$ cat src/hdl/ep_pkg.sv
/*
 * Shared types for the PCIe endpoint transmit arbiter.
 * All client streams carry ep_beat_t. src is set by the sending block,
 * so any src value arriving on a client input is ignored.
 * IRQ_W and FIFO_DEPTH here are only defaults; the top level passes its own.
 * IRQ_W works for 1 to 32, FIFO_DEPTH for powers of two from 4 to 64.
 */
package ep_pkg;

    //////////////////////////////////////////////////
    // sizes
    //////////////////////////////////////////////////
    parameter int EP_DATA_W  = 64;  // data bits per beat
    parameter int IRQ_W      = 4;   // interrupt event lines
    parameter int FIFO_DEPTH = 8;   // client port depth in beats

    //////////////////////////////////////////////////
    // client identifiers
    //////////////////////////////////////////////////
    typedef enum logic [1:0] {
        CLI_RX  = 2'd0,  // receive-side dma
        CLI_TX  = 2'd1,  // transmit-side dma
        CLI_IRQ = 2'd2   // interrupt controller
    } client_id_t;

    //////////////////////////////////////////////////
    // one beat toward the endpoint
    //////////////////////////////////////////////////
    typedef struct packed {
        logic [EP_DATA_W-1:0] data;
        logic                 last;  // end of packet
        client_id_t           src;   // originating client
    } ep_beat_t;

endpackage
$ cat src/hdl/ep_arb_top.sv
/*
 * Endpoint transmit arbiter top level.
 * rx and tx push ready-made packets; irq_event lines are level inputs
 * sampled every cycle. Latency to ep_out depends on arbitration and
 * back-pressure, so ep_out_valid is the only timing reference.
 */
`timescale 1ns/1ps

module ep_arb_top #(
    parameter int IRQ_W      = ep_pkg::IRQ_W,
    parameter int FIFO_DEPTH = ep_pkg::FIFO_DEPTH
) (
    input  logic             clk,
    input  logic             rst,
    input  ep_pkg::ep_beat_t rx_in,
    input  logic             rx_in_valid,
    output logic             rx_in_ready,
    input  ep_pkg::ep_beat_t tx_in,
    input  logic             tx_in_valid,
    output logic             tx_in_ready,
    input  logic [IRQ_W-1:0] irq_event,
    output ep_pkg::ep_beat_t ep_out,
    output logic             ep_out_valid,
    input  logic             ep_out_ready
);
    import ep_pkg::*;

    // arbiter handshake
    logic     rx_turn, rx_drvn;
    logic     tx_turn, tx_drvn;
    logic     irq_turn, irq_drvn, irq_reqep;

    // client streams into the output stage
    ep_beat_t rx_beat, tx_beat, irq_beat;
    logic     rx_valid, tx_valid, irq_valid;
    logic     rx_ready, tx_ready, irq_ready;

    ep_client_port #(.CLIENT(CLI_RX), .FIFO_DEPTH(FIFO_DEPTH)) rx_port_i (
        .clk, .rst,
        .in_beat(rx_in), .in_valid(rx_in_valid), .in_ready(rx_in_ready),
        .turn(rx_turn), .drvn(rx_drvn),
        .out_beat(rx_beat), .out_valid(rx_valid), .out_ready(rx_ready)
    );

    ep_client_port #(.CLIENT(CLI_TX), .FIFO_DEPTH(FIFO_DEPTH)) tx_port_i (
        .clk, .rst,
        .in_beat(tx_in), .in_valid(tx_in_valid), .in_ready(tx_in_ready),
        .turn(tx_turn), .drvn(tx_drvn),
        .out_beat(tx_beat), .out_valid(tx_valid), .out_ready(tx_ready)
    );

    ep_irq_ctrl #(.IRQ_W(IRQ_W)) irq_i (
        .clk, .rst, .irq_event,
        .turn(irq_turn), .drvn(irq_drvn), .reqep(irq_reqep),
        .out_beat(irq_beat), .out_valid(irq_valid), .out_ready(irq_ready)
    );

    ep_token_arb arb_i (
        .clk, .rst,
        .rx_turn, .rx_drvn, .tx_turn, .tx_drvn,
        .irq_turn, .irq_drvn, .irq_reqep
    );

    ep_out_stage out_i (
        .clk, .rst,
        .rx_beat, .rx_valid, .rx_ready,
        .tx_beat, .tx_valid, .tx_ready,
        .irq_beat, .irq_valid, .irq_ready,
        .ep_out, .ep_out_valid, .ep_out_ready
    );

endmodule

$ cat src/hdl/ep_out_stage.sv
/*
 * Merge and output register toward the endpoint.
 * Relies on the arbiter so that at most one client input is valid.
 * Output register plus one skid entry hold two beats under back-pressure.
 * Client ready is a register and never a path from ep_out_ready.
 */
`timescale 1ns/1ps

module ep_out_stage (
    input  logic             clk,
    input  logic             rst,
    input  ep_pkg::ep_beat_t rx_beat,
    input  logic             rx_valid,
    output logic             rx_ready,
    input  ep_pkg::ep_beat_t tx_beat,
    input  logic             tx_valid,
    output logic             tx_ready,
    input  ep_pkg::ep_beat_t irq_beat,
    input  logic             irq_valid,
    output logic             irq_ready,
    output ep_pkg::ep_beat_t ep_out,
    output logic             ep_out_valid,
    input  logic             ep_out_ready
);
    import ep_pkg::*;

    ep_beat_t in_beat;     // selected client beat
    logic     in_valid;
    logic     in_ready;    // shared ready, registered
    ep_beat_t skid;
    logic     skid_valid;
    logic     skid_valid_nxt;
    logic     acc;
    logic     load;        // output register free this cycle

    assign in_valid = rx_valid || tx_valid || irq_valid;
    assign in_beat  = rx_valid ? rx_beat : (tx_valid ? tx_beat : irq_beat);
    assign acc      = in_valid && in_ready;
    assign load     = !ep_out_valid || ep_out_ready;

    // skid fills only when output is stalled, drains into output on load
    assign skid_valid_nxt = load ? 1'b0 : (skid_valid || acc);

    always_ff @(posedge clk) begin
        if (rst) begin
            ep_out_valid <= 1'b0;
            skid_valid   <= 1'b0;
            in_ready     <= 1'b0;
        end else begin
            if (load) begin
                ep_out_valid <= skid_valid || acc;
            end
            skid_valid <= skid_valid_nxt;
            in_ready   <= !skid_valid_nxt;  // space left for one beat
        end
    end

    ///////////////////////////////////////////////////
    // payload
    always_ff @(posedge clk) begin
        if (load && skid_valid) begin
            ep_out <= skid;
        end else if (load && acc) begin
            ep_out <= in_beat;
        end else if (acc) begin
            skid <= in_beat;  // output stalled, park here
        end
    end

    assign rx_ready  = in_ready;
    assign tx_ready  = in_ready;
    assign irq_ready = in_ready;

endmodule

$ cat src/hdl/ep_token_arb.sv
/*
 * Token arbiter for the shared endpoint transmit stream.
 * rx and tx get alternate turns, rx first after reset.
 * irq is slotted in after a dma turn when it requests and both dma
 * clients are idle. Turns are one-cycle registered pulses; a client
 * that has nothing to send lets its turn pass.
 */
`timescale 1ns/1ps

module ep_token_arb (
    input  logic clk,
    input  logic rst,
    output logic rx_turn,
    input  logic rx_drvn,
    output logic tx_turn,
    input  logic tx_drvn,
    output logic irq_turn,
    input  logic irq_drvn,
    input  logic irq_reqep
);

    typedef enum logic [1:0] {
        IDLE     = 2'd0,  // wait for a free stream
        POST     = 2'd1,  // dma turn just issued
        IRQ_WAIT = 2'd2,  // wait for dma clients to go quiet
        IRQ_POST = 2'd3   // irq turn just issued
    } arb_state_t;

    arb_state_t state;
    logic       turn_bit;  // 0 gives rx the next turn

    //////////////////////////////////////////////////
    // fsm
    //////////////////////////////////////////////////
    always_ff @(posedge clk) begin
        if (rst) begin
            state    <= IDLE;
            turn_bit <= 1'b0;
            rx_turn  <= 1'b0;
            tx_turn  <= 1'b0;
            irq_turn <= 1'b0;
        end else begin
            case (state)
                IDLE: begin
                    if (!rx_drvn && !tx_drvn && !irq_drvn) begin
                        turn_bit <= ~turn_bit;
                        if (!turn_bit) begin
                            rx_turn <= 1'b1;
                        end else begin
                            tx_turn <= 1'b1;
                        end
                        state <= POST;
                    end
                end
                POST: begin
                    rx_turn <= 1'b0;  // one-cycle pulse
                    tx_turn <= 1'b0;
                    state   <= irq_reqep ? IRQ_WAIT : IDLE;
                end
                IRQ_WAIT: begin
                    if (!rx_drvn && !tx_drvn) begin
                        irq_turn <= 1'b1;
                        state    <= IRQ_POST;
                    end
                end
                IRQ_POST: begin
                    irq_turn <= 1'b0;
                    state    <= IDLE;
                end
                default: begin
                    state <= IDLE;
                end
            endcase
        end
    end

endmodule

$ cat src/hdl/ep_irq_ctrl.sv
/*
 * Interrupt collector and message sender.
 * Event lines are ORed into a pending vector every cycle.
 * One message carries a snapshot of that vector in its low IRQ_W data bits.
 * Events arriving while a message waits stay pending for the next one.
 */
`timescale 1ns/1ps

module ep_irq_ctrl #(
    parameter int IRQ_W = ep_pkg::IRQ_W
) (
    input  logic             clk,
    input  logic             rst,
    input  logic [IRQ_W-1:0] irq_event,
    input  logic             turn,
    output logic             drvn,
    output logic             reqep,
    output ep_pkg::ep_beat_t out_beat,
    output logic             out_valid,
    input  logic             out_ready
);
    import ep_pkg::*;

    logic [IRQ_W-1:0] pending;  // events not yet sent
    logic [IRQ_W-1:0] snap;     // vector in flight
    logic             take;

    assign take = turn && !drvn && (pending != '0);

    always_ff @(posedge clk) begin
        if (rst) begin
            pending <= '0;
            drvn    <= 1'b0;
        end else if (take) begin
            pending <= irq_event;  // snapped bits cleared, new ones kept
            drvn    <= 1'b1;
        end else begin
            pending <= pending | irq_event;
            if (drvn && out_ready) begin
                drvn <= 1'b0;  // message accepted
            end
        end
    end

    always_ff @(posedge clk) begin
        if (take) begin
            snap <= pending;
        end
    end

    // single-beat message
    always_comb begin
        out_beat.data = EP_DATA_W'(snap);  // zero extended
        out_beat.last = 1'b1;
        out_beat.src  = CLI_IRQ;
    end

    assign out_valid = drvn;
    assign reqep     = (pending != '0) && !drvn;

endmodule

$ cat src/hdl/ep_client_port.sv
/*
 * Per-client packet queue in front of the token arbiter.
 * Only whole packets are sent, so a turn is taken only once the last
 * beat of at least one packet has been written.
 * A turn that arrives with no complete packet is dropped.
 * in_ready is registered and stays low while in reset.
 */
`timescale 1ns/1ps

module ep_client_port #(
    parameter ep_pkg::client_id_t CLIENT     = ep_pkg::CLI_RX,
    parameter int                 FIFO_DEPTH = ep_pkg::FIFO_DEPTH
) (
    input  logic             clk,
    input  logic             rst,
    input  ep_pkg::ep_beat_t in_beat,
    input  logic             in_valid,
    output logic             in_ready,
    input  logic             turn,
    output logic             drvn,
    output ep_pkg::ep_beat_t out_beat,
    output logic             out_valid,
    input  logic             out_ready
);
    import ep_pkg::*;

    localparam int AW = $clog2(FIFO_DEPTH);

    ep_beat_t      mem [FIFO_DEPTH];  // beat storage
    logic [AW-1:0] wr_ptr;
    logic [AW-1:0] rd_ptr;
    logic [AW:0]   cnt;               // beats held
    logic [AW:0]   cnt_nxt;
    logic [AW:0]   pkt_cnt;           // complete packets held
    logic          wr;
    logic          rd;

    assign wr      = in_valid && in_ready;
    assign rd      = out_valid && out_ready;
    assign cnt_nxt = cnt + (AW+1)'(wr) - (AW+1)'(rd);

    // storage write
    always_ff @(posedge clk) begin
        if (wr) begin
            mem[wr_ptr] <= in_beat;
        end
    end

    always_ff @(posedge clk) begin
        if (rst) begin
            wr_ptr   <= '0;
            rd_ptr   <= '0;
            cnt      <= '0;
            pkt_cnt  <= '0;
            in_ready <= 1'b0;
            drvn     <= 1'b0;
        end else begin
            if (wr) begin
                wr_ptr <= wr_ptr + 1'b1;
            end
            if (rd) begin
                rd_ptr <= rd_ptr + 1'b1;
            end
            cnt      <= cnt_nxt;
            in_ready <= (cnt_nxt != (AW+1)'(FIFO_DEPTH));  // room for one more
            pkt_cnt  <= pkt_cnt + (AW+1)'(wr && in_beat.last)
                                - (AW+1)'(rd && out_beat.last);
            // take the turn only with a whole packet queued
            if (!drvn && turn && (pkt_cnt != '0)) begin
                drvn <= 1'b1;
            end else if (rd && out_beat.last) begin
                drvn <= 1'b0;  // release after last beat
            end
        end
    end

    // head of queue, stamped with this client's id
    always_comb begin
        out_beat     = mem[rd_ptr];
        out_beat.src = CLIENT;
    end

    assign out_valid = drvn;  // whole packet is already queued

endmodule

$ cat config.mk
export PLATFORM = sky130hd
export DESIGN_NAME = ep_arb_top
export DESIGN_NICKNAME = d
export VERILOG_FILES = /design/src/hdl/ep_pkg.sv /design/src/hdl/ep_arb_top.sv /design/src/hdl/ep_out_stage.sv /design/src/hdl/ep_token_arb.sv /design/src/hdl/ep_irq_ctrl.sv /design/src/hdl/ep_client_port.sv
export SDC_FILE = /design/constraint.sdc
export NUM_CORES = 1
export LEC_CHECK = 0
export BUFFER_PORTS_ARGS = -buffer_cell sky130_fd_sc_hd__buf_2
export CAP_MARGIN = 10
export CORE_UTILIZATION = 46
export DETAILED_ROUTE_END_ITERATION = 10
export PLACE_DENSITY = 0.67
export SLEW_MARGIN = 15
export SYNTH_ARGS = -nofsm -noshare
export SYNTH_HDL_FRONTEND = slang
export SYNTH_SLANG_ARGS = --single-unit
$ cat constraint.sdc
create_clock -name clk -period 12.85 [get_ports clk]
set_clock_uncertainty 0.1 [all_clocks]
set_input_delay 2.57 -clock clk [delete_from_list [all_inputs] [get_ports clk]]
set_output_delay 2.57 -clock clk [all_outputs]
set_load 0.01 [all_outputs]
==> qor.json <==
{
  "fraction_of_final_layout_cells_sized_beyond_drive_strength_1": {"value": 17.48, "unit": "%"},
  "worstSetupStartpointType": {"value": "input port"},
  "drt_initial_violations": {"value": 2322},
  "finalCritPeriodShare": {"value": 37.07, "unit": "%"},
  "crit_slowest_cell": {"value": "sky130_fd_sc_hd__buf_4"},
  "gp_congestion": {"value": 0.7835},
  "drv_slew": {"value": 0},
  "cts.htree.levels": {"value": 3},
  "cts_inserted_buffers": {"value": 115},
  "critPathMaxStageDelay": {"value": 0.94, "unit": "ns"},
  "status": {"value": "complete, no violations"},
  "core.rowCount": {"value": 117},
  "drv_cap": {"value": 0},
  "io-pin-count": {"value": 213},
  "via_count_of_the_first_global_routing_pass": {"value": 24266},
  "cts.root.buffer_cell": {"value": "sky130_fd_sc_hd__clkbuf_16"},
  "synth-edff-count": {"value": 1178},
  "multi_input_comb_area": {"value": 10100, "unit": "µm²"},
  "worst_ep_required_time": {"value": 13.06, "unit": "ns"},
  "average_cell_area_after_synthesis": {"value": 17.97, "unit": "µm²"},
  "post_cts.repair.setup_buffers": {"value": 0},
  "r2r_end": {"value": "out_i.ep_out[59]"},
  "cts_buffer_depth": {"value": 3},
  "synth-seq-area-share": {"value": 77.24, "unit": "%"},
  "post-route-drc-count": {"value": 0},
  "nFillCells": {"value": 7948},
  "synth_area_leader_cell": {"value": "sky130_fd_sc_hd__edfxtp_1"},
  "setup_viol_count_final": {"value": 0},
  "powerDensity": {"value": 164.1, "unit": "nW/µm²"},
  "crit_cells": {"value": 5},
  "synth_flop_cell": {"value": "sky130_fd_sc_hd__edfxtp_1"},
  "flow.area_growth_from_synthesis": {"value": 13.35, "unit": "%"},
  "startpoint_of_the_most_critical_setup_path": {"value": "tx_in_valid"},
  "detailedPlacementHpwl": {"value": 61460, "unit": "µm"},
  "post_synthesis_cell_count": {"value": 2623},
  "timing.fmax": {"value": 209.9, "unit": "MHz"},
  "regToRegSetupSlack": {"value": 9.06, "unit": "ns"},
  "floorplan.die.height": {"value": 322.1, "unit": "µm"},
  "hold_viol": {"value": 0},
  "ff2ff_path_depth": {"value": 6},
  "whs_path_depth": {"value": 2},
  "cts_tree": {"value": "built"},
  "fin_setup_tns": {"value": 0, "unit": "ns"},
  "postSynthNetCount": {"value": 2792},
  "mean_routed_wirelength_per_cell": {"value": 24.61, "unit": "µm"},
  "postCtsResizedCells": {"value": 0},
  "power.static_leakage": {"value": 0.01689, "unit": "µW"},
  "clk_pin_slew": {"value": 0.06, "unit": "ns"},
  "synth-async-reset-ratio": {"value": 0, "unit": "%"},
  "final_antenna_net_count": {"value": 0},
  "finalNetCount": {"value": 3017},
  "register_area": {"value": 36430, "unit": "µm²"},
  "synth.top_cells.by_count": {"value": "sky130_fd_sc_hd__edfxtp_1, sky130_fd_sc_hd__mux2i_1, sky130_fd_sc_hd__nand2_1"},
  "rsz0062_at_grt": {"value": "false"},
  "initial_utilization": {"value": 46.34, "unit": "%"},
  "synth.top_cell.area_share": {"value": 75.03, "unit": "%"},
  "dpl.cell_count": {"value": 4099},
  "cp_num_buf_inv": {"value": 2},
  "cts_hold_bufs": {"value": 0},
  "path_delay_family": {"value": "simple AND/OR/NAND/NOR gates"},
  "worst-path-max-fanout": {"value": 55},
  "globalRouteOverflowTotal": {"value": 0},
  "layout_min_cycle_time": {"value": 4.764, "unit": "ns"},
  "detail_route.wirelength": {"value": 106600, "unit": "µm"},
  "tightest_slew": {"value": 1.278, "unit": "ns"},
  "timing.hold.worst.class": {"value": "register to register"},
  "yosys_register_bits": {"value": 1230},
  "post-synth-top-count-cell": {"value": "sky130_fd_sc_hd__edfxtp_1"},
  "synthesis.area": {"value": 47150, "unit": "µm²"},
  "finalNonFillerCells": {"value": 4332},
  "grt_pass1_wl": {"value": 156000, "unit": "µm"},
  "core-area": {"value": 101700, "unit": "µm²"},
  "ir_worst_vdd": {"value": 0.0001399, "unit": "V"},
  "floorplan.die.width": {"value": 322.1, "unit": "µm"},
  "route.vias.total": {"value": 24201},
  "end_kind": {"value": "register"},
  "timing_worst_setup_path_type": {"value": "input port to register"},
  "netlist-cell-type-count": {"value": 40},
  "worst_slew_margin_rel": {"value": 14.80, "unit": "%"},
  "antenna_violations_before_repair": {"value": 46},
  "worst_hold_startpoint": {"value": "rx_port_i.rd_ptr[1]"},
  "pin_count_of_the_biggest_net_entering_global_routing": {"value": 162},
  "synth.area.top_cells": {"value": "sky130_fd_sc_hd__edfxtp_1, sky130_fd_sc_hd__mux2i_1, sky130_fd_sc_hd__mux4_2, sky130_fd_sc_hd__dfxtp_1, sky130_fd_sc_hd__a22oi_1"},
  "crit_arrival": {"value": 4.97, "unit": "ns"},
  "clock_sink_count": {"value": 1230},
  "crit_chain": {"value": "buf_2, nand2_1, or2_2, nor3_2, buf_4"},
  "detailedRoute.firstPassIterationCount": {"value": 5},
  "insertion_delay": {"value": 0.70, "unit": "ns"},
  "die-area": {"value": 103800, "unit": "µm²"},
  "global_routing_usage_summed_across_all_routing_layers": {"value": 20.53, "unit": "%"},
  "buffer_ports.inserted": {"value": 208},
  "ys_warn_count": {"value": 0},
  "vias_per_cell": {"value": 5.587}
}
-- state kept, by name (all words and copies together) (netlist names), 3 cells and up, named ones only --
| register | count |
|---|---|
| tx_port_i.pkt_cnt | 4 |
| tx_port_i.rd_ptr | 3 |
| tx_port_i.wr_ptr | 3 |
| out_i.ep_out | 67 |
| tx_port_i.cnt | 4 |
| rx_port_i.cnt | 4 |
| rx_port_i.pkt_cnt | 4 |
| irq_i.snap | 4 |
| irq_i.pending | 4 |
| rx_port_i.rd_ptr | 3 |
| tx_port_i.mem | 520 |
| out_i.skid | 67 |
| rx_port_i.wr_ptr | 3 |
| rx_port_i.mem | 520 |
-- cells in the final DEF (no fill, tap or decap), types with 19 or more instances in the layout --
cell type                   netlist  layout
sky130_fd_sc_hd__clkinv_1         0      34
sky130_fd_sc_hd__buf_4            9      37
sky130_fd_sc_hd__clkinv_2         0      26
sky130_fd_sc_hd__a22oi_1        128     128
sky130_fd_sc_hd__clkbuf_1        59      19
sky130_fd_sc_hd__a31oi_1         64      64
sky130_fd_sc_hd__mux4_2          68      68
sky130_fd_sc_hd__nor2_1         107      96
sky130_fd_sc_hd__clkbuf_16        0     115
sky130_fd_sc_hd__a21oi_1         22      22
sky130_fd_sc_hd__nand2_1        151     150
sky130_fd_sc_hd__buf_2           56     208
sky130_fd_sc_hd__mux2i_1        385     385
sky130_fd_sc_hd__edfxtp_1      1178    1178
sky130_fd_sc_hd__nand3_1        128     128
sky130_fd_sc_hd__inv_1           36      35
sky130_fd_sc_hd__ha_1            22      22
sky130_fd_sc_hd__dfxtp_1         52      48
sky130_fd_sc_hd__a2bb2oi_1       60      60
-- report_power, final --
| part | switching [µW] | leakage (µW) | internal (µW) | total, µW |
|---|---|---|---|---|
| Combinational | 522 | 0.00401 | 254 | 776 |
| Sequential | 76.4 | 0.0111 | 4640 | 4710 |
| Clock | 1440 | 0.00179 | 1840 | 3280 |
| Total | 2040 | 0.0169 | 6730 | 8770 |
-- cell type report --
type	instances	share of cell area, %
Multi-Input combinational cell	1217	18.91
Sequential cell	1230	68.16
Timing Repair Buffer	248	2.564
Clock inverter	79	1.255
Inverter	36	0.2552
Antenna cell	18	0.08429
Clock buffer	136	5.570
Tap cell	1368	3.203
-- worst reg2reg max path, delay by kind of cell (launching register included) --
family | cells | cell delay, ns
simple gates | 3 | 0.80
buf+inv | 2 | 1.55
flops | 1 | 0.83
compound gates | 1 | 0.21
-- cells by family after synthesis --
group / after synthesis / synth area share, %
buffers and inverters: 176 / 1.685
and+or+nand+nor: 425 / 3.907
DFF: 1230 / 77.24
muxes: 457 / 11.54
adders and majority gates: 26 / 0.7537
AOI/OAI and AO/OA: 292 / 4.557
xor gates and xnor gates: 17 / 0.3158
-- metrics by stage --
stage               hold slack, ns  setup slack, ns  total power [µW]  util [%]  instance area [µm²]
finish                      0.3808            8.086              8769     52.53                53440
global route                0.4082            7.944              9056     52.51                53430
CTS                         0.3784            8.105              8826     52.48                53390
detailed placement          0.3757            7.372              5578     48.89                49750
global placement            0.3643            7.331              5540     48.89                49750
floorplan                   0.3219            3.222              5249         -                47150
-- how the worst max path moves through the flow --
stage / end
floorplan: rx_port_i.mem[0][10]
global placement: tx_port_i.mem[0][30]
detailed placement: tx_port_i.mem[0][30]
CTS: tx_port_i.mem[0][32]
global route: tx_port_i.mem[0][32]
finish: tx_port_i.mem[0][29]
-- metal layers --
metal | wire (µm) | up-vias | part of all wire [%] | GRT usage (%)
met5 | 249 | - | 0.23 | 0
met2 | 52110 | 764 | 49 | 33.76
met3 | 7735 | 209 | 7.3 | 4.527
met1 | 43540 | 12327 | 41 | 26.97
met4 | 2988 | 42 | 2.8 | 7.259
li1 | - | 10859 | - | -
Note: power is estimated with default switching activity, not from simulation.
